===== src/design/mips_pkg.sv =====
package mips_pkg;

    typedef logic [31:0] word_t;
    typedef logic [4:0]  reg_addr_t;
    typedef logic [15:0] imm_t;

    typedef enum logic [2:0] {
        ALU_ADD,
        ALU_SUB,
        ALU_AND,
        ALU_OR,
        ALU_XOR,
        ALU_SLT,
        ALU_SLL,
        ALU_LUI
    } alu_op_t;

    typedef enum logic [1:0] {
        MEM_NONE,
        MEM_LOAD,
        MEM_STORE
    } mem_op_t;

    localparam word_t RESET_PC = 32'h0000_0000;
    localparam word_t NOP_INST = 32'h0000_0000; // SLL r0, r0, 0.

    localparam int REG_COUNT = 32;

    // Primary opcodes, inst[31:26].
    localparam logic [5:0] OPC_SPECIAL = 6'h00;
    localparam logic [5:0] OPC_BEQ     = 6'h04;
    localparam logic [5:0] OPC_BNE     = 6'h05;
    localparam logic [5:0] OPC_ADDIU   = 6'h09;
    localparam logic [5:0] OPC_ORI     = 6'h0d;
    localparam logic [5:0] OPC_LUI     = 6'h0f;
    localparam logic [5:0] OPC_LW      = 6'h23;
    localparam logic [5:0] OPC_SW      = 6'h2b;

    // Function codes of SPECIAL, inst[5:0].
    localparam logic [5:0] FN_SLL  = 6'h00;
    localparam logic [5:0] FN_ADDU = 6'h21;
    localparam logic [5:0] FN_SUBU = 6'h23;
    localparam logic [5:0] FN_AND  = 6'h24;
    localparam logic [5:0] FN_OR   = 6'h25;
    localparam logic [5:0] FN_XOR  = 6'h26;
    localparam logic [5:0] FN_SLT  = 6'h2a;

endpackage

===== src/design/naive_core.sv =====
module naive_core
    import mips_pkg::*;
(
    input  logic  clk,
    input  logic  rst_n,
    output word_t ibus_address_o,
    input  word_t ibus_rddata_i,
    output word_t dbus_address_o,
    output logic  dbus_read_o,
    output logic  dbus_write_o,
    output word_t dbus_wrdata_o,
    input  word_t dbus_rddata_i,
    input  logic  dbus_stall_i
);

    word_t      id_inst;
    word_t      id_pc;
    logic       hold;
    logic       branch_taken;
    word_t      branch_target;
    reg_addr_t  rf_addr_a;
    reg_addr_t  rf_addr_b;
    word_t      rf_a;
    word_t      rf_b;
    alu_op_t    ex_alu_op;
    word_t      ex_a;
    word_t      ex_b;
    imm_t       ex_imm;
    logic       ex_use_imm;
    logic       ex_imm_signed;
    logic [4:0] ex_shamt;
    mem_op_t    ex_mem_op;
    reg_addr_t  ex_dest;
    word_t      ex_fwd_result;
    reg_addr_t  ex_fwd_dest;
    mem_op_t    ex_fwd_mem_op;
    word_t      mm_result;
    word_t      mm_store_data;
    mem_op_t    mm_mem_op;
    reg_addr_t  mm_dest;
    word_t      mm_fwd_result;
    logic       wb_we;
    reg_addr_t  wb_dest;
    word_t      wb_data;

    fetch_unit i_fetch (
        .clk             (clk),
        .rst_n           (rst_n),
        .stall_i         (dbus_stall_i),
        .hold_i          (hold),
        .branch_taken_i  (branch_taken),
        .branch_target_i (branch_target),
        .inst_i          (ibus_rddata_i),
        .pc_o            (ibus_address_o),
        .id_inst_o       (id_inst),
        .id_pc_o         (id_pc)
    );

    reg_file i_regs (
        .clk       (clk),
        .rst_n     (rst_n),
        .we_i      (wb_we),
        .waddr_i   (wb_dest),
        .wdata_i   (wb_data),
        .raddr_a_i (rf_addr_a),
        .raddr_b_i (rf_addr_b),
        .rdata_a_o (rf_a),
        .rdata_b_o (rf_b)
    );

    decode_stage i_decode (
        .clk             (clk),
        .rst_n           (rst_n),
        .stall_i         (dbus_stall_i),
        .inst_i          (id_inst),
        .pc_i            (id_pc),
        .rf_a_i          (rf_a),
        .rf_b_i          (rf_b),
        .ex_dest_i       (ex_fwd_dest),
        .ex_result_i     (ex_fwd_result),
        .ex_mem_op_i     (ex_fwd_mem_op),
        .mm_dest_i       (mm_dest),
        .mm_result_i     (mm_fwd_result),
        .wb_we_i         (wb_we),
        .wb_dest_i       (wb_dest),
        .wb_data_i       (wb_data),
        .rf_addr_a_o     (rf_addr_a),
        .rf_addr_b_o     (rf_addr_b),
        .hold_o          (hold),
        .branch_taken_o  (branch_taken),
        .branch_target_o (branch_target),
        .ex_alu_op_o     (ex_alu_op),
        .ex_a_o          (ex_a),
        .ex_b_o          (ex_b),
        .ex_imm_o        (ex_imm),
        .ex_use_imm_o    (ex_use_imm),
        .ex_imm_signed_o (ex_imm_signed),
        .ex_shamt_o      (ex_shamt),
        .ex_mem_op_o     (ex_mem_op),
        .ex_dest_o       (ex_dest)
    );

    execute_stage i_execute (
        .clk             (clk),
        .rst_n           (rst_n),
        .stall_i         (dbus_stall_i),
        .alu_op_i        (ex_alu_op),
        .a_i             (ex_a),
        .b_i             (ex_b),
        .imm_i           (ex_imm),
        .use_imm_i       (ex_use_imm),
        .imm_signed_i    (ex_imm_signed),
        .shamt_i         (ex_shamt),
        .mem_op_i        (ex_mem_op),
        .dest_i          (ex_dest),
        .result_o        (ex_fwd_result),
        .dest_o          (ex_fwd_dest),
        .mem_op_o        (ex_fwd_mem_op),
        .mm_result_o     (mm_result),
        .mm_store_data_o (mm_store_data),
        .mm_mem_op_o     (mm_mem_op),
        .mm_dest_o       (mm_dest)
    );

    memory_stage i_memory (
        .clk            (clk),
        .rst_n          (rst_n),
        .stall_i        (dbus_stall_i),
        .result_i       (mm_result),
        .store_data_i   (mm_store_data),
        .mem_op_i       (mm_mem_op),
        .dest_i         (mm_dest),
        .dbus_rddata_i  (dbus_rddata_i),
        .dbus_address_o (dbus_address_o),
        .dbus_wrdata_o  (dbus_wrdata_o),
        .dbus_read_o    (dbus_read_o),
        .dbus_write_o   (dbus_write_o),
        .mm_result_o    (mm_fwd_result),
        .wb_we_o        (wb_we),
        .wb_dest_o      (wb_dest),
        .wb_data_o      (wb_data)
    );

endmodule


===== src/design/memory_stage.sv =====
module memory_stage
    import mips_pkg::*;
(
    input  logic      clk,
    input  logic      rst_n,
    input  logic      stall_i,
    input  word_t     result_i,
    input  word_t     store_data_i,
    input  mem_op_t   mem_op_i,
    input  reg_addr_t dest_i,
    input  word_t     dbus_rddata_i,
    output word_t     dbus_address_o,
    output word_t     dbus_wrdata_o,
    output logic      dbus_read_o,
    output logic      dbus_write_o,
    output word_t     mm_result_o,
    output logic      wb_we_o,
    output reg_addr_t wb_dest_o,
    output word_t     wb_data_o
);

    // Bus is driven straight from EX/MEM, so it holds on its own during a stall.
    assign dbus_address_o = result_i;
    assign dbus_wrdata_o  = store_data_i;
    assign dbus_read_o    = (mem_op_i == MEM_LOAD);
    assign dbus_write_o   = (mem_op_i == MEM_STORE);

    assign mm_result_o = dbus_read_o ? dbus_rddata_i : result_i;

    // MEM/WB register.
    always_ff @(posedge clk or negedge rst_n) begin
        if (!rst_n) begin
            wb_we_o   <= 1'b0;
            wb_dest_o <= '0;
        end else if (!stall_i) begin
            wb_we_o   <= (dest_i != '0);
            wb_dest_o <= dest_i;
        end
    end

    always_ff @(posedge clk) begin
        if (!stall_i) begin
            wb_data_o <= mm_result_o;
        end
    end

    a_bus_hold: assert property (@(posedge clk) disable iff (!rst_n)
        stall_i |=> $stable(dbus_address_o) && $stable(dbus_wrdata_o) &&
                    $stable(dbus_read_o) && $stable(dbus_write_o));

endmodule


===== src/design/execute_stage.sv =====
module execute_stage
    import mips_pkg::*;
(
    input  logic       clk,
    input  logic       rst_n,
    input  logic       stall_i,
    input  alu_op_t    alu_op_i,
    input  word_t      a_i,
    input  word_t      b_i,
    input  imm_t       imm_i,
    input  logic       use_imm_i,
    input  logic       imm_signed_i,
    input  logic [4:0] shamt_i,
    input  mem_op_t    mem_op_i,
    input  reg_addr_t  dest_i,
    output word_t      result_o,
    output reg_addr_t  dest_o,
    output mem_op_t    mem_op_o,
    output word_t      mm_result_o,
    output word_t      mm_store_data_o,
    output mem_op_t    mm_mem_op_o,
    output reg_addr_t  mm_dest_o
);

    word_t imm_ext;
    word_t alu_b;

    assign imm_ext = imm_signed_i ? {{16{imm_i[15]}}, imm_i} : {16'h0000, imm_i};
    assign alu_b   = use_imm_i ? imm_ext : b_i;

    // Loads and stores arrive as ALU_ADD with the signed offset.
    always_comb begin
        case (alu_op_i)
            ALU_ADD: result_o = a_i + alu_b;
            ALU_SUB: result_o = a_i - alu_b;
            ALU_AND: result_o = a_i & alu_b;
            ALU_OR:  result_o = a_i | alu_b;
            ALU_XOR: result_o = a_i ^ alu_b;
            ALU_SLT: result_o = {31'b0, $signed(a_i) < $signed(alu_b)};
            ALU_SLL: result_o = b_i << shamt_i;
            ALU_LUI: result_o = {imm_i, 16'h0000};
            default: result_o = '0;
        endcase
    end

    assign dest_o   = dest_i;
    assign mem_op_o = mem_op_i;

    // EX/MEM register.
    always_ff @(posedge clk or negedge rst_n) begin
        if (!rst_n) begin
            mm_mem_op_o <= MEM_NONE;
            mm_dest_o   <= '0;
        end else if (!stall_i) begin
            mm_mem_op_o <= mem_op_i;
            mm_dest_o   <= dest_i;
        end
    end

    always_ff @(posedge clk) begin
        if (!stall_i) begin
            mm_result_o     <= result_o;
            mm_store_data_o <= b_i; // rt value.
        end
    end

    // A store must never write back, or forwarding would pick up its address.
    a_store_no_dest: assert property (@(posedge clk) disable iff (!rst_n)
        mm_mem_op_o == MEM_STORE |-> mm_dest_o == '0);

endmodule


===== src/design/decode_stage.sv =====
module decode_stage
    import mips_pkg::*;
(
    input  logic      clk,
    input  logic      rst_n,
    input  logic      stall_i,
    input  word_t     inst_i,
    input  word_t     pc_i,
    input  word_t     rf_a_i,
    input  word_t     rf_b_i,
    input  reg_addr_t ex_dest_i,
    input  word_t     ex_result_i,
    input  mem_op_t   ex_mem_op_i,
    input  reg_addr_t mm_dest_i,
    input  word_t     mm_result_i,
    input  logic      wb_we_i,
    input  reg_addr_t wb_dest_i,
    input  word_t     wb_data_i,
    output reg_addr_t rf_addr_a_o,
    output reg_addr_t rf_addr_b_o,
    output logic      hold_o,
    output logic      branch_taken_o,
    output word_t     branch_target_o,
    output alu_op_t   ex_alu_op_o,
    output word_t     ex_a_o,
    output word_t     ex_b_o,
    output imm_t      ex_imm_o,
    output logic      ex_use_imm_o,
    output logic      ex_imm_signed_o,
    output logic [4:0] ex_shamt_o,
    output mem_op_t   ex_mem_op_o,
    output reg_addr_t ex_dest_o
);

    logic [5:0] opcode;
    logic [5:0] funct;
    reg_addr_t  rs;
    reg_addr_t  rt;
    reg_addr_t  rd;
    imm_t       imm;
    alu_op_t    alu_op;
    mem_op_t    mem_op;
    reg_addr_t  dest;
    logic       use_imm;
    logic       imm_signed;
    logic       uses_rs;
    logic       uses_rt;
    logic       is_beq;
    logic       is_bne;
    word_t      op_a;
    word_t      op_b;

    assign opcode = inst_i[31:26];
    assign rs     = inst_i[25:21];
    assign rt     = inst_i[20:16];
    assign rd     = inst_i[15:11];
    assign funct  = inst_i[5:0];
    assign imm    = inst_i[15:0];

    assign rf_addr_a_o = rs;
    assign rf_addr_b_o = rt;

    always_comb begin
        alu_op     = ALU_ADD;
        mem_op     = MEM_NONE;
        dest       = '0;
        use_imm    = 1'b0;
        imm_signed = 1'b0;
        uses_rs    = 1'b0;
        uses_rt    = 1'b0;
        is_beq     = 1'b0;
        is_bne     = 1'b0;
        case (opcode)
            OPC_SPECIAL: begin
                dest    = rd;
                uses_rs = 1'b1;
                uses_rt = 1'b1;
                case (funct)
                    FN_SLL: begin
                        alu_op  = ALU_SLL;
                        uses_rs = 1'b0;
                    end
                    FN_ADDU: alu_op = ALU_ADD;
                    FN_SUBU: alu_op = ALU_SUB;
                    FN_AND:  alu_op = ALU_AND;
                    FN_OR:   alu_op = ALU_OR;
                    FN_XOR:  alu_op = ALU_XOR;
                    FN_SLT:  alu_op = ALU_SLT;
                    default: begin // Unknown, behaves as NOP.
                        dest    = '0;
                        uses_rs = 1'b0;
                        uses_rt = 1'b0;
                    end
                endcase
            end
            OPC_BEQ, OPC_BNE: begin
                uses_rs = 1'b1;
                uses_rt = 1'b1;
                is_beq  = (opcode == OPC_BEQ);
                is_bne  = (opcode == OPC_BNE);
            end
            OPC_ADDIU, OPC_LW: begin
                use_imm    = 1'b1;
                imm_signed = 1'b1;
                uses_rs    = 1'b1;
                dest       = rt;
                mem_op     = (opcode == OPC_LW) ? MEM_LOAD : MEM_NONE;
            end
            OPC_ORI: begin
                alu_op  = ALU_OR;
                use_imm = 1'b1;
                uses_rs = 1'b1;
                dest    = rt;
            end
            OPC_LUI: begin
                alu_op = ALU_LUI;
                dest   = rt;
            end
            OPC_SW: begin
                use_imm    = 1'b1;
                imm_signed = 1'b1;
                uses_rs    = 1'b1;
                uses_rt    = 1'b1;
                mem_op     = MEM_STORE;
            end
            default: ;
        endcase
    end

    // Youngest producer wins. A load in execute is caught by the interlock.
    function automatic word_t fwd_operand(input reg_addr_t src, input word_t rf_val);
        if (src != '0 && src == ex_dest_i) begin
            return ex_result_i;
        end else if (src != '0 && src == mm_dest_i) begin
            return mm_result_i;
        end else if (wb_we_i && src == wb_dest_i) begin
            return wb_data_i;
        end
        return rf_val;
    endfunction

    always_comb begin
        op_a = fwd_operand(rs, rf_a_i);
        op_b = fwd_operand(rt, rf_b_i);
    end

    assign hold_o = (ex_mem_op_i == MEM_LOAD) && (ex_dest_i != '0) &&
                    ((uses_rs && rs == ex_dest_i) || (uses_rt && rt == ex_dest_i));

    assign branch_taken_o  = (is_beq && op_a == op_b) || (is_bne && op_a != op_b);
    assign branch_target_o = pc_i + 32'd4 + {{14{imm[15]}}, imm, 2'b00};

    // ID/EX register. A held instruction leaves a bubble behind it.
    always_ff @(posedge clk or negedge rst_n) begin
        if (!rst_n) begin
            ex_alu_op_o     <= ALU_ADD;
            ex_use_imm_o    <= 1'b0;
            ex_imm_signed_o <= 1'b0;
            ex_mem_op_o     <= MEM_NONE;
            ex_dest_o       <= '0;
        end else if (!stall_i) begin
            ex_alu_op_o     <= hold_o ? ALU_ADD : alu_op;
            ex_use_imm_o    <= use_imm && !hold_o;
            ex_imm_signed_o <= imm_signed;
            ex_mem_op_o     <= hold_o ? MEM_NONE : mem_op;
            ex_dest_o       <= hold_o ? reg_addr_t'('0) : dest;
        end
    end

    always_ff @(posedge clk) begin
        if (!stall_i) begin
            ex_a_o     <= op_a;
            ex_b_o     <= op_b;
            ex_imm_o   <= imm;
            ex_shamt_o <= inst_i[10:6];
        end
    end

endmodule


===== src/design/reg_file.sv =====
module reg_file
    import mips_pkg::*;
(
    input  logic      clk,
    input  logic      rst_n,
    input  logic      we_i,
    input  reg_addr_t waddr_i,
    input  word_t     wdata_i,
    input  reg_addr_t raddr_a_i,
    input  reg_addr_t raddr_b_i,
    output word_t     rdata_a_o,
    output word_t     rdata_b_o
);

    word_t regs [REG_COUNT];

    always_ff @(posedge clk or negedge rst_n) begin
        if (!rst_n) begin
            for (int i = 0; i < REG_COUNT; i++) begin
                regs[i] <= '0;
            end
        end else if (we_i && waddr_i != '0) begin
            regs[waddr_i] <= wdata_i;
        end
    end

    // r0 is hardwired.
    assign rdata_a_o = (raddr_a_i == '0) ? '0 : regs[raddr_a_i];
    assign rdata_b_o = (raddr_b_i == '0) ? '0 : regs[raddr_b_i];

endmodule


===== src/design/fetch_unit.sv =====
module fetch_unit
    import mips_pkg::*;
(
    input  logic  clk,
    input  logic  rst_n,
    input  logic  stall_i,
    input  logic  hold_i,
    input  logic  branch_taken_i,
    input  word_t branch_target_i,
    input  word_t inst_i,
    output word_t pc_o,
    output word_t id_inst_o,
    output word_t id_pc_o
);

    word_t pc;
    logic  advance;

    assign advance = !stall_i && !hold_i;
    assign pc_o    = pc;

    // Fetch address. The delay slot is already being fetched when a branch resolves.
    always_ff @(posedge clk or negedge rst_n) begin
        if (!rst_n) begin
            pc <= RESET_PC;
        end else if (advance) begin
            if (branch_taken_i) begin
                pc <= branch_target_i;
            end else begin
                pc <= pc + 32'd4;
            end
        end
    end

    // IF/ID register.
    always_ff @(posedge clk or negedge rst_n) begin
        if (!rst_n) begin
            id_inst_o <= NOP_INST;
            id_pc_o   <= RESET_PC;
        end else if (advance) begin
            id_inst_o <= inst_i;
            id_pc_o   <= pc;
        end
    end

    // Branch targets come from decode and must keep fetch aligned.
    a_pc_aligned: assert property (@(posedge clk) disable iff (!rst_n) pc[1:0] == 2'b00);

endmodule


===== config.mk =====
export PLATFORM = sky130hd
export DESIGN_NAME = naive_core
export DESIGN_NICKNAME = d
export VERILOG_FILES = /design/src/design/mips_pkg.sv /design/src/design/naive_core.sv /design/src/design/memory_stage.sv /design/src/design/execute_stage.sv /design/src/design/decode_stage.sv /design/src/design/reg_file.sv /design/src/design/fetch_unit.sv
export SDC_FILE = /design/constraint.sdc
export NUM_CORES = 2
export LEC_CHECK = 0
export BUFFER_PORTS_ARGS = -buffer_cell sky130_fd_sc_hd__buf_2
export CELL_PAD_IN_SITES_DETAIL_PLACEMENT = 0
export CELL_PAD_IN_SITES_GLOBAL_PLACEMENT = 1
export CORE_MARGIN = 2
export CORE_UTILIZATION = 30
export DETAILED_ROUTE_END_ITERATION = 8
export GPL_ROUTABILITY_DRIVEN = 0
export MAX_ROUTING_LAYER = met4
export PLACE_DENSITY = 0.49
export SKIP_LAST_GASP = 1
export SLEW_MARGIN = 20
export SYNTH_ARGS = -nofsm -noshare
export SYNTH_HDL_FRONTEND = slang
export SYNTH_HIERARCHICAL = 1
export SYNTH_SLANG_ARGS = --single-unit

===== constraint.sdc =====
create_clock -name clk -period 9.29 [get_ports clk]
set_clock_uncertainty 0.05 [all_clocks]
set_input_delay 1.858 -clock clk [delete_from_list [all_inputs] [get_ports clk]]
set_output_delay 1.858 -clock clk [all_outputs]
set_load 0.03 [all_outputs]

==> qor.csv <==
metric;value;unit
synth_async_sr_flop_share;86.68;%
wire_length_of_the_first_global_routing_pass;434500;µm
maxClockFrequency;0.1303;GHz
outcome;finished clean;
setup_total_negative_slack;0;ps
critical_path_depth;24;
timing.hold.worst_endpoint;i_regs/regs[998]$_DFFE_PN0P_;
clkSlewWorstSetupHoldPaths;50;ps
cts-resized-gates;0;
r2r_end;i_fetch/pc_o[28]$_DFFE_PN0P_;
synth_seq_area_share;43.23;%
insertion_delay;840;ps
grt_setup_unrepaired;false;
detailedRoute.firstIterationViolations;4641;
buffer_ports.inserted;164;
clock_root_buffer;clkbuf_16;
worst_ep_arrival_time;8380;ps
ir_drop;177.2;µV
synth_cell_types;109;
postPlaceCellArea;0.08227;mm²
cap_violations;0;
timing.slew.headroom;19.03;%
dp_hpwl;200200;µm
min_path_cells;0;
first_global_vias;56060;
synthDominantAreaCellType;dfrtp_1;
number_of_enable_type_register_cells_in_the_synthesized_netlist;176;
antenna_violating_nets_remaining;0;
cts_tree;done;
die_ar;0.2658;mm²
worstHoldPathType;flip-flop to flip-flop;
worst_hold_startpoint;i_regs/regs[998]$_DFFE_PN0P_;
postLayoutCellArea;0.08792;mm²
post-cts-setup-buffer-count;0;
post-synth-top-area-fraction;36.50;%
cp_slowest_cell;and2_1;
timing.critical_path.mode_cell;nor2_1;
dr_total_vias;55370;
worst-path-max-fanout;25;
drt_wl_total;304900;µm
holdBufCountCts;0;
route.detailed.drc;0;
ios;165;
final.period_utilization;82.59;%
layout_overhead_on_the_synthesized_area;11.99;%
final_number_of_max_transition_violations;0;
critical_path.reg2reg.startpoint;i_decode/ex_use_imm_o$_DFFE_PN0N_;
die_w;515.5;µm
grt_start_max_net_pins;139;
report.final.hold_viol_count;0;
finalCriticalPeriod;7672;ps
average_instance_area_after_synthesis;12.44;µm²
synth_nets;6535;
max_slew.worst_pin.slew;1202;ps
critical-path-max-stage-delay;800;ps
drtPass1Iterations;6;
reg2reg_depth;24;
ys_seq_elements;1321;
crit_type;flip-flop to flip-flop;
cts.htree.levels;4;
dp_cells;9478;
netlist_area;0.07850;mm²
stdcell_count;9782;
cts_inserted_buffers;161;
cts.path.max_buffers;3;
netlist_top_cells_area;dfrtp_1 (36%), mux2_2 (16%), mux4_2 (13%);
die_h;515.5;µm
finalNetCount;6380;
hold_ws;340.6;ps
report.final.setup_viol;0;
cp-start-kind;flip-flop;
routed_via_density;5.660;
post_drt_wl_per_cell;31.17;µm
timing.critical_path.required;10000;ps
grt.total_usage;23.33;%
post-layout-total-power;18.77;mW
crit_path_cell_trace;and2_1 > nor2_1 > inv_1 > ha_1 > a211oi_2 > o21bai_1 > a211oi_1 > o21ai_0 > a31oi_1 > o41ai_4 > o41ai_1 > mux2i_1 > o21ai_1 > nor2_1 > a221oi_1 > xnor2_1 > nand4_1 > nor4_2 > a31o_2 > clkinv_1 > buf_4 > and3_1 > a41oi_1 > a2bb2oi_1;
worst-r2r-setup-slack;1620;ps
coreArea;0.2599;mm²
globalRoute.totalOverflow;0;
core.rowCount;187;
yosys_warnings;6;
clock_sinks;1321;
ys_dominant_reg_cell;dfrtp_1;
worst_path_dominant_cell_family;compound AO/OA/AOI/OAI gates;
initial_utilization;30.20;%
static-leakage-power;38.37;nW
crit_buf_inv;3;
ratio_of_cells_with_drive_above_1_in_the_final_layout;36.99;%
power-per-cell-area;213.5;mW/mm²
endpoint_kind;flip-flop;
antenna_found_initial;16;
synth_cells;6310;
## worst max-delay path by stage
stage                                            from                           end
floorplan           i_decode/ex_use_imm_o$_DFFE_PN0N_  i_fetch/pc_o[29]$_DFFE_PN0P_
global placement    i_decode/ex_use_imm_o$_DFFE_PN0N_  i_fetch/pc_o[28]$_DFFE_PN0P_
detailed placement  i_decode/ex_use_imm_o$_DFFE_PN0N_  i_fetch/pc_o[28]$_DFFE_PN0P_
CTS                 i_decode/ex_use_imm_o$_DFFE_PN0N_  i_fetch/pc_o[28]$_DFFE_PN0P_
global route        i_decode/ex_use_imm_o$_DFFE_PN0N_  i_fetch/pc_o[28]$_DFFE_PN0P_
finish              i_decode/ex_use_imm_o$_DFFE_PN0N_  i_fetch/pc_o[28]$_DFFE_PN0P_
## logic make-up after synthesis
| group | after synthesis | share of synthesized area, % |
|---|---|---|
| AOI/OAI and AO/OA | 1038 | 9.292 |
| xor gates and xnor gates | 99 | 1.105 |
| adders and majority gates | 158 | 2.547 |
| buffers and inverters | 875 | 5.355 |
| DFF | 1321 | 43.23 |
| muxes | 1835 | 32.60 |
| and+or+nand+nor | 984 | 5.867 |
## layout by cell type, fill, tap and decap left out, drive strengths merged, types with 82 or more instances in the layout
cell type and n:
o21ai 231, mux2 1116, mux4 466, nor2b 90
clkbuf 231, edfxtp 176, ha 155, buf 365
inv 197, nand2 349, a21oi 186, mux2i 253
a221oi 127, dfrtp 1145, a211oi 98, nor2 274
a22oi 82
## state kept, by name (all words and copies together) (netlist names)
name / flops
i_decode/ex_alu_op_o: 3
i_decode/ex_imm_o: 16
i_fetch/id_pc_o: 32
i_memory/wb_dest_o: 5
i_decode/ex_b_o: 32
i_decode/ex_dest_o: 5
i_fetch/pc_o: 32
i_decode/ex_mem_op_o: 2
i_execute/mm_result_o: 32
i_execute/mm_dest_o: 5
i_memory/wb_we_o: 1
i_decode/ex_imm_signed_o: 1
i_execute/mm_mem_op_o: 2
i_execute/mm_store_data_o: 32
i_decode/ex_use_imm_o: 1
i_fetch/id_inst_o: 32
i_regs/regs: 1024
i_decode/ex_a_o: 32
i_memory/wb_data_o: 32
## layer usage
| metal | routed length, µm | GRT usage, % | share of wire, % | vias to the layer above |
|---|---|---|---|---|
| met3 | 15800 | 3.171 | 5.2 | 339 |
| met5 | 0 | - | 0 | - |
| met1 | 142900 | 33.08 | 47 | 29860 |
| li1 | - | - | - | 23460 |
| met4 | 9084 | 6.696 | 3.0 | 0 |
| met2 | 137200 | 34.66 | 45 | 1719 |
## cell usage after synthesis (all sizes together), types with 33 or more instances
cell type,instances
dfrtp,1145
mux2,1116
mux4,466
buf,366
nand2,349
clkbuf,317
nor2,274
mux2i,253
o21ai,231
inv,190
a21oi,186
edfxtp,176
ha,155
a221oi,127
a211oi,98
nor2b,90
a22oi,82
a311oi,66
xnor2,66
nor3,61
nand3,49
xor2,33
## where the power goes
part	total, mW	switching [mW]	leakage, nW	internal, mW
Sequential	7.04	0.618	17.4	6.42
Combinational	5.15	3.32	18.3	1.83
Clock	6.58	2.71	2.70	3.86
Total	18.8	6.65	38.4	12.1
## metrics by stage
stage	utilization (%)	setup WS [ps]
finish	33.82	1618
global route	33.82	1187
CTS	33.75	1708
detailed placement	31.65	1737
global placement	31.62	1783
floorplan	-	3580
## final cells by class
cell class	count	area (µm²)
diodes	3	7.507
clock buffers	231	4695
clock inverters	60	778.2
fillers	25660	172000
inverters	192	733.2
multi-input cells	4114	40680
flip-flops and latches	1321	33970
well taps	3496	4374
repair buffers	365	2684
No activity file was read; power rests on OpenSTA's default activity.
